$ cat src/design/sq_pkg.sv
// Sizes are fixed here for the whole queue; state encodings follow the LSU's existing store queue
`default_nettype none

package sq_pkg;

    // Number of store queue entries and the width of an index into them
    localparam int SQ_DEPTH     = 8;
    localparam int SQ_IDX_WIDTH = 3;

    // Store payload widths
    localparam int ADDR_WIDTH    = 32;
    localparam int DATA_WIDTH    = 32;
    localparam int ROB_IDX_WIDTH = 5;

    // Encoding widths for the opcode and the entry state
    localparam int OP_WIDTH    = 2;
    localparam int STATE_WIDTH = 3;

    // Store opcodes for byte, half-word and word stores
    typedef enum logic [OP_WIDTH-1:0] {
        SB = 2'b00,
        SH = 2'b01,
        SW = 2'b10
    } sq_op_t;

    // Entry states
    // The top bit is set for every state that holds a retired store
    // INVALID holds nothing, VALID holds a store the ROB has not retired yet
    // MHQ_FILL_WAIT parks a retired store until the miss handling queue fills its line
    // NONSPECULATIVE is ready to launch, LAUNCHED is waiting for the LSU outcome
    typedef enum logic [STATE_WIDTH-1:0] {
        INVALID        = 3'b000,
        VALID          = 3'b001,
        MHQ_FILL_WAIT  = 3'b100,
        NONSPECULATIVE = 3'b101,
        LAUNCHED       = 3'b110
    } sq_state_t;

    // One store as it is allocated, held and launched
    // The tag is the ROB index of the store
    typedef struct packed {
        sq_op_t                   op;
        logic [ROB_IDX_WIDTH-1:0] tag;
        logic [ADDR_WIDTH-1:0]    addr;
        logic [DATA_WIDTH-1:0]    data;
    } sq_store_t;

    // Outcome of a launch as reported by the LSU and the MHQ
    // These bits only mean something while the separate update enable is high
    typedef struct packed {
        logic retry;
        logic replay;
        logic mhq_retry;
        logic mhq_replay;
    } sq_update_t;

endpackage

`default_nettype wire
$ cat src/design/store_queue.sv
// Store queue top; producers must hold i_alloc_en low while o_full is high
`default_nettype none

module store_queue (
    input  logic                             clk,
    input  logic                             i_reset,

    // Allocation from decode
    input  logic                             i_alloc_en,
    input  sq_pkg::sq_store_t                i_alloc,

    // ROB retire broadcast and its acknowledge
    input  logic                             i_rob_retire_en,
    input  logic [sq_pkg::ROB_IDX_WIDTH-1:0] i_rob_retire_tag,
    output logic                             o_rob_retire_ack,

    // Launch into the LSU pipeline
    output logic                             o_launch_en,
    output sq_pkg::sq_store_t                o_launch,

    // Outcome of the last launch from the LSU and MHQ
    input  logic                             i_update_en,
    input  sq_pkg::sq_update_t               i_update,

    // MHQ fill broadcast and pipeline flush
    input  logic                             i_mhq_fill_en,
    input  logic                             i_flush,

    // Status
    output logic                             o_full,
    output logic                             o_empty,
    output logic [sq_pkg::SQ_DEPTH-1:0]      o_nonspec_mask
);

    import sq_pkg::*;

    logic [SQ_DEPTH-1:0] alloc_vec;
    logic [SQ_DEPTH-1:0] empty_mask;
    logic [SQ_DEPTH-1:0] retirable_mask;
    logic [SQ_DEPTH-1:0] retire_vec;
    logic [SQ_DEPTH-1:0] update_vec;
    logic [SQ_DEPTH-1:0] ack_vec;
    sq_store_t           stores [SQ_DEPTH];

    // Every entry sees the same payload and broadcasts
    // Only its own bits of the alloc, retire and update vectors select it
    for (genvar g = 0; g < SQ_DEPTH; g++) begin : g_entry
        sq_entry u_entry (
            .clk              (clk),
            .i_reset          (i_reset),
            .i_flush          (i_flush),
            .i_alloc_en       (alloc_vec[g]),
            .i_alloc          (i_alloc),
            .i_retire_en      (retire_vec[g]),
            .i_update_en      (update_vec[g]),
            .i_update         (i_update),
            .i_mhq_fill_en    (i_mhq_fill_en),
            .i_rob_retire_en  (i_rob_retire_en),
            .i_rob_retire_tag (i_rob_retire_tag),
            .o_empty          (empty_mask[g]),
            .o_retirable      (retirable_mask[g]),
            .o_nonspeculative (o_nonspec_mask[g]),
            .o_store          (stores[g]),
            .o_rob_retire_ack (ack_vec[g])
        );
    end

    sq_alloc_ctrl u_alloc_ctrl (
        .i_alloc_en   (i_alloc_en),
        .i_empty_mask (empty_mask),
        .o_alloc_vec  (alloc_vec),
        .o_full       (o_full)
    );

    sq_launch_ctrl u_launch_ctrl (
        .clk              (clk),
        .i_reset          (i_reset),
        .i_flush          (i_flush),
        .i_retirable_mask (retirable_mask),
        .i_stores         (stores),
        .i_update_en      (i_update_en),
        .o_retire_vec     (retire_vec),
        .o_update_vec     (update_vec),
        .o_launch_en      (o_launch_en),
        .o_launch         (o_launch)
    );

    // At most one entry matches a tag, so the OR is the ack of that entry
    assign o_rob_retire_ack = |ack_vec;

    // Empty only when every slot is free
    assign o_empty = &empty_mask;

endmodule

`default_nettype wire

$ cat src/design/sq_launch_ctrl.sv
// Only one store is in flight at a time; outcomes that arrive while nothing is in flight are ignored
`default_nettype none

module sq_launch_ctrl (
    input  logic                        clk,
    input  logic                        i_reset,
    input  logic                        i_flush,

    // Entry status and payloads
    input  logic [sq_pkg::SQ_DEPTH-1:0] i_retirable_mask,
    input  sq_pkg::sq_store_t           i_stores [sq_pkg::SQ_DEPTH],

    // Outcome strobe from the LSU and MHQ
    input  logic                        i_update_en,

    output logic [sq_pkg::SQ_DEPTH-1:0] o_retire_vec,
    output logic [sq_pkg::SQ_DEPTH-1:0] o_update_vec,
    output logic                        o_launch_en,
    output sq_pkg::sq_store_t           o_launch
);

    import sq_pkg::*;

    logic                    in_flight_r;
    logic [SQ_IDX_WIDTH-1:0] launch_idx_r;
    logic [SQ_IDX_WIDTH-1:0] sel_idx;
    logic                    launch_sel;
    logic                    update_accept;

    // Lowest retirable index wins, so scan from the top and let lower hits overwrite
    always_comb begin
        sel_idx = '0;
        for (int i = SQ_DEPTH - 1; i >= 0; i--) begin
            if (i_retirable_mask[i]) begin
                sel_idx = SQ_IDX_WIDTH'(i);
            end
        end
    end

    // A new launch is picked only when the pipeline holds none of our stores
    // This also keeps an update cycle from selecting, since in-flight is still set then
    assign launch_sel = ~in_flight_r & (|i_retirable_mask);

    // The chosen entry moves to LAUNCHED on the same edge that registers its store
    assign o_retire_vec = launch_sel ? (SQ_DEPTH'(1) << sel_idx) : '0;

    // The outcome belongs to whichever entry was launched last
    assign update_accept = i_update_en & in_flight_r;
    assign o_update_vec  = update_accept ? (SQ_DEPTH'(1) << launch_idx_r) : '0;

    always_ff @(posedge clk) begin
        if (i_reset) begin
            in_flight_r <= 1'b0;
            o_launch_en <= 1'b0;
        end else begin
            o_launch_en <= launch_sel;

            // A launch takes priority over a flush in the same cycle
            if (launch_sel) begin
                in_flight_r <= 1'b1;
            end else if (update_accept || i_flush) begin
                in_flight_r <= 1'b0;
            end
        end
    end

    // Index and payload of the launched store are only meaningful with the flags above
    always_ff @(posedge clk) begin
        if (launch_sel) begin
            launch_idx_r <= sel_idx;
            o_launch     <= i_stores[sel_idx];
        end
    end

endmodule

`default_nettype wire

$ cat src/design/sq_alloc_ctrl.sv
// Allocation picks the lowest free slot; a request while o_full is high is dropped
`default_nettype none

module sq_alloc_ctrl (
    input  logic                        i_alloc_en,
    input  logic [sq_pkg::SQ_DEPTH-1:0] i_empty_mask,
    output logic [sq_pkg::SQ_DEPTH-1:0] o_alloc_vec,
    output logic                        o_full
);

    import sq_pkg::*;

    // Walk up from entry 0 and claim the first empty slot
    // The request strobe is folded in so the vector is all zero when idle
    always_comb begin
        logic found;

        found       = 1'b0;
        o_alloc_vec = '0;

        for (int i = 0; i < SQ_DEPTH; i++) begin
            if (i_empty_mask[i] && !found) begin
                o_alloc_vec[i] = i_alloc_en;
                found          = 1'b1;
            end
        end
    end

    // Full means no slot is empty
    // This follows the entry states directly, so it changes in the cycle after an allocation
    assign o_full = ~|i_empty_mask;

endmodule

`default_nettype wire

$ cat src/design/sq_entry.sv
// One store slot; the caller must only allocate it while empty and only launch it while retirable
`default_nettype none

module sq_entry (
    input  logic                             clk,
    input  logic                             i_reset,
    input  logic                             i_flush,

    // Allocation from decode
    input  logic                             i_alloc_en,
    input  sq_pkg::sq_store_t                i_alloc,

    // Launch strobe and outcome from the launch controller
    input  logic                             i_retire_en,
    input  logic                             i_update_en,
    input  sq_pkg::sq_update_t               i_update,

    // Fill broadcast from the MHQ
    input  logic                             i_mhq_fill_en,

    // Retire broadcast from the ROB
    input  logic                             i_rob_retire_en,
    input  logic [sq_pkg::ROB_IDX_WIDTH-1:0] i_rob_retire_tag,

    output logic                             o_empty,
    output logic                             o_retirable,
    output logic                             o_nonspeculative,
    output sq_pkg::sq_store_t                o_store,
    output logic                             o_rob_retire_ack
);

    import sq_pkg::*;

    sq_state_t state_r;
    sq_state_t state_next;
    sq_store_t store_r;
    logic      rob_match;

    // The ROB only retires a store that is still speculative
    // At most one VALID entry can hold a given tag
    assign rob_match = i_rob_retire_en & (state_r == VALID) & (store_r.tag == i_rob_retire_tag);

    always_comb begin
        sq_state_t fill_state;
        sq_state_t update_state;

        // A fill in the same cycle as a retry wakes the store at once
        fill_state = i_mhq_fill_en ? NONSPECULATIVE : MHQ_FILL_WAIT;

        // Replays go straight back to the launch pool
        // Only retry together with mhq_retry waits for a fill, anything else completes the store
        if (i_update.replay || i_update.mhq_replay) begin
            update_state = NONSPECULATIVE;
        end else if (i_update.retry && i_update.mhq_retry) begin
            update_state = fill_state;
        end else begin
            update_state = INVALID;
        end

        state_next = state_r;

        unique case (state_r)
            INVALID: begin
                if (i_alloc_en) state_next = VALID;
            end
            VALID: begin
                // Flush wins over a retire in the same cycle
                if (i_flush) state_next = INVALID;
                else if (rob_match) state_next = NONSPECULATIVE;
            end
            MHQ_FILL_WAIT: begin
                if (i_mhq_fill_en) state_next = NONSPECULATIVE;
            end
            NONSPECULATIVE: begin
                if (i_retire_en) state_next = LAUNCHED;
            end
            LAUNCHED: begin
                // A flush kills the pipeline copy, so the store must go again
                if (i_flush) state_next = NONSPECULATIVE;
                else if (i_update_en) state_next = update_state;
            end
            default: state_next = INVALID;
        endcase
    end

    always_ff @(posedge clk) begin
        if (i_reset) begin
            state_r <= INVALID;
        end else begin
            state_r <= state_next;
        end
    end

    // Payload is captured once at allocation and held until the slot is reused
    always_ff @(posedge clk) begin
        if (i_alloc_en) begin
            store_r <= i_alloc;
        end
    end

    assign o_empty          = (state_r == INVALID);
    assign o_retirable      = (state_r == NONSPECULATIVE);
    // MHQ_FILL_WAIT, NONSPECULATIVE and LAUNCHED all share the top bit
    assign o_nonspeculative = state_r[STATE_WIDTH-1];
    assign o_store          = store_r;
    assign o_rob_retire_ack = rob_match;

endmodule

`default_nettype wire

$ cat config.mk
export PLATFORM = sky130hd
export DESIGN_NAME = store_queue
export DESIGN_NICKNAME = d
export VERILOG_FILES = /design/src/design/sq_pkg.sv /design/src/design/store_queue.sv /design/src/design/sq_launch_ctrl.sv /design/src/design/sq_alloc_ctrl.sv /design/src/design/sq_entry.sv
export SDC_FILE = /design/constraint.sdc
export NUM_CORES = 1
export LEC_CHECK = 0
export CAP_MARGIN = 20
export CELL_PAD_IN_SITES_DETAIL_PLACEMENT = 2
export CELL_PAD_IN_SITES_GLOBAL_PLACEMENT = 2
export CORE_MARGIN = 3
export CORE_UTILIZATION = 45
export DETAILED_ROUTE_END_ITERATION = 6
export DONT_BUFFER_PORTS = 1
export PLACE_DENSITY_LB_ADDON = 0.15
export SETUP_SLACK_MARGIN = 0.1
export SYNTH_ARGS = -nofsm -noshare
export SYNTH_HDL_FRONTEND = slang
export SYNTH_SLANG_ARGS = --single-unit
$ cat constraint.sdc
create_clock -name clk -period 5.3 [get_ports clk]
set_input_delay 0.53 -clock clk [delete_from_list [all_inputs] [get_ports clk]]
set_output_delay 0.53 -clock clk [all_outputs]
set_load 0.01 [all_outputs]
==> qor.yml <==
outcome: "finished clean"
syn_to_final_growth_pct: 14.3
drt_iter0_drc: 1392
vias_per_cell: 6.08
path_clk_slew_ns: 0.06
route.detailed.wl_per_inst_um: 31.1
die_h_um: 256
cts_resized: 0
slew_violations: 0
multiInputGateArea_mm2: 0.00627
clockBufferDepth: 3
ys_seq_elements: 668
power_switching_mw: 2.88
globalplace.congestion: 0.821
grt_overflow: 0
p_per_area_mw_per_mm2: 384
avgSynthCellArea_um2: 13.6
placed_area_mm2: 0.0289
grtUsageTotal_pct: 28.0
path_buf_inv: 2
cts_setup_buffers: 0
timing.hold.ws_ns: 0.0504
netlist_area_mm2: 0.0280
max_freq_mhz: 252
critPathTopFamily: "compound AO/OA/AOI/OAI gates"
pre_cts_ws_ns: 1.48
synth_enable_flop_cells: 642
synthFlopType: "edfxtp_1"
syn_inst: 2062
end_kind: "flop"
post-route-min-period_ns: 3.96
io_pins: 170
p_clk_share_pct: 42.4
ys_seq_area_share_pct: 70.7
setup_violations: 0
finalHoldViolCount: 0
cts-root-buf: "clkbuf_16"
drive_above_1_share_pct: 7.84
ir_worst_vdd_mv: 0.357
die_w_um: 256
routed_wl_mm: 93.1
rows: 90
finish.utilization_pct: 52.6
tns_ns: 0
start_util_pct: 46.0
async_flop_share_pct: 0
clk_latency_ns: 0.62
hold_depth: 1
internal-power_mw: 9.42
fin_ws_ns: 1.34
nets: 2183
start_kind: "flop"
crit_cells: 7
cp.arrival_ns: 4.29
tritoncts: "built"
seqCellArea_mm2: 0.0198
power_mw: 12.3
fin_crit_sh_pct: 74.8
seqPwrFrac_pct: 51.4
grt_pass1_vias: 20128
dr_total_vias: 18176
dp_hpwl_mm: 51.6
final_cell_mix: "edfxtp_1, inv_1, a211oi_1"
ctsHtreeMaxLevel: 3
leakagePower_nw: 11.2
drc_errors: 0
instances_no_fill: 2991
relSlewSlack_pct: 22.9
maxCapViolCount: 0
r2r_cells: 7
skew_ns: 0.0163
io_buffers: 0
dp_cells: 2776
yosysUniqueCellTypes: 62
path_cells: "nand3b_1, a211oi_4, buf_4, buf_4, a211oi_1, a211oi_1, a211oi_1"
critical_path_class: "reg -> reg"
grt_pass1_wl_mm: 136
numCtsBuffers: 74
final_antenna_net_count: 0
rsz0062_at_grt: "false"
slowest_delay_ns: 0.69
firstDrtPassIters: 6
final_common_cell: "edfxtp_1"
fill_cells: 5560
hold_path.class: "in -> reg"
grt_max_degree: 146
die-area_mm2: 0.0653
slowest_stage: "dfxtp_1"
postCtsHoldBufs: 72
antenna_found_initial: 10
clkSinkCount: 668
tightest_slew_ns: 1.15
yosysWarnings: 0
crit_fanout: 38
cpMostUsedCell: "a211oi_1"
synth_fp_nets: 2149
worst_ep_required_time_ns: 5.63
combinationalPowerShare_pct: 6.2
post-route-cell-area_mm2: 0.0320
p_sw_share_pct: 23.4
coreArea_mm2: 0.0609
-- routing by layer --
metal	global-route usage, %	vias up	routed length (µm)
li1	-	7802	-
met1	34.7	9648	37600
met2	49.6	554	48000
met3	4.62	170	4400
met4	10.3	2	3090
met5	0	-	13
-- worst paths after layout --
kind	slack, ns	to	startpoint
hold reg to reg	0.60	g_entry[1].u_entry.state_r[0]	g_entry[1].u_entry.state_r[0]
setup / recovery	1.34	u_launch_ctrl.o_launch[64]	g_entry[3].u_entry.state_r[2]
hold / removal	0.05	g_entry[4].u_entry.state_r[2]	i_reset
setup reg to reg	1.34	u_launch_ctrl.o_launch[64]	g_entry[3].u_entry.state_r[2]
-- logic make-up after synthesis --
group / after synthesis / synth area share (%)
and+or+nand+nor: 224 / 3.92
muxes: 73 / 2.61
buffers and inverters: 526 / 7.45
DFF: 668 / 70.7
xor gates and xnor gates: 40 / 1.25
AOI/OAI and AO/OA: 531 / 14.1
-- worst reg2reg max path, delay by kind of cell (launching register included) --
kind                   cells  cell delay (ns)
flip-flops                 1             0.69
AO/OA/AOI/OAI              4             1.25
AND/OR/NAND/NOR            1             0.57
buffers and inverters      2             1.18
-- synth_stat cells, types with 8 or more instances --
cell      instances  area (µm²)
edfxtp_1        642       19300
inv_1           371        1390
a211oi_1        220        1650
a32oi_1         143        1250
clkbuf_1        110         413
a21oi_1          96         480
nand2_1          96         360
mux2i_1          73         731
nor2_1           30         113
dfxtp_1          26         521
xnor2_1          26         228
buf_2            20         100
nor3_1           19        95.1
o21ai_0          19        95.1
buf_4            15         113
xor2_1           14         123
nand4_1          11        68.8
or3_1            10        62.6
nand3_1           9        45.0
nor4_1            9        56.3
and3b_1           8        70.1
nor2b_1           8        50.1
-- state kept, by name, indices dropped and copies added (netlist names) --
| signal | cells |
|---|---|
| g_entry.u_entry.o_store | 568 |
| u_launch_ctrl.o_launch | 71 |
| u_launch_ctrl.launch_idx_r | 3 |
| u_launch_ctrl.in_flight_r | 1 |
| g_entry.u_entry.state_r | 24 |
| u_launch_ctrl.o_launch_en | 1 |
-- cell type report --
| class | instances | area share (%) |
|---|---|---|
| diodes | 8 | 0.0625 |
| clock buffers | 96 | 6.30 |
| clock inverters | 39 | 1.23 |
| inverters | 373 | 4.38 |
| multi-input cells | 868 | 19.6 |
| flip-flops and latches | 668 | 61.8 |
| well taps | 828 | 3.23 |
| repair buffers | 111 | 3.40 |
-- power groups by stage --
| stage | Sequential [mW] | Clock (mW) | Combinational [mW] |
|---|---|---|---|
| floorplan | 6.38 | 0 | 0.400 |
| global placement | 6.40 | 0 | 0.622 |
| detailed placement | 6.43 | 0 | 0.653 |
| CTS | 6.32 | 5.28 | 0.769 |
| global route | 6.34 | 5.50 | 0.821 |
| finish | 6.32 | 5.21 | 0.764 |
Power figures use the tool's default switching activity.
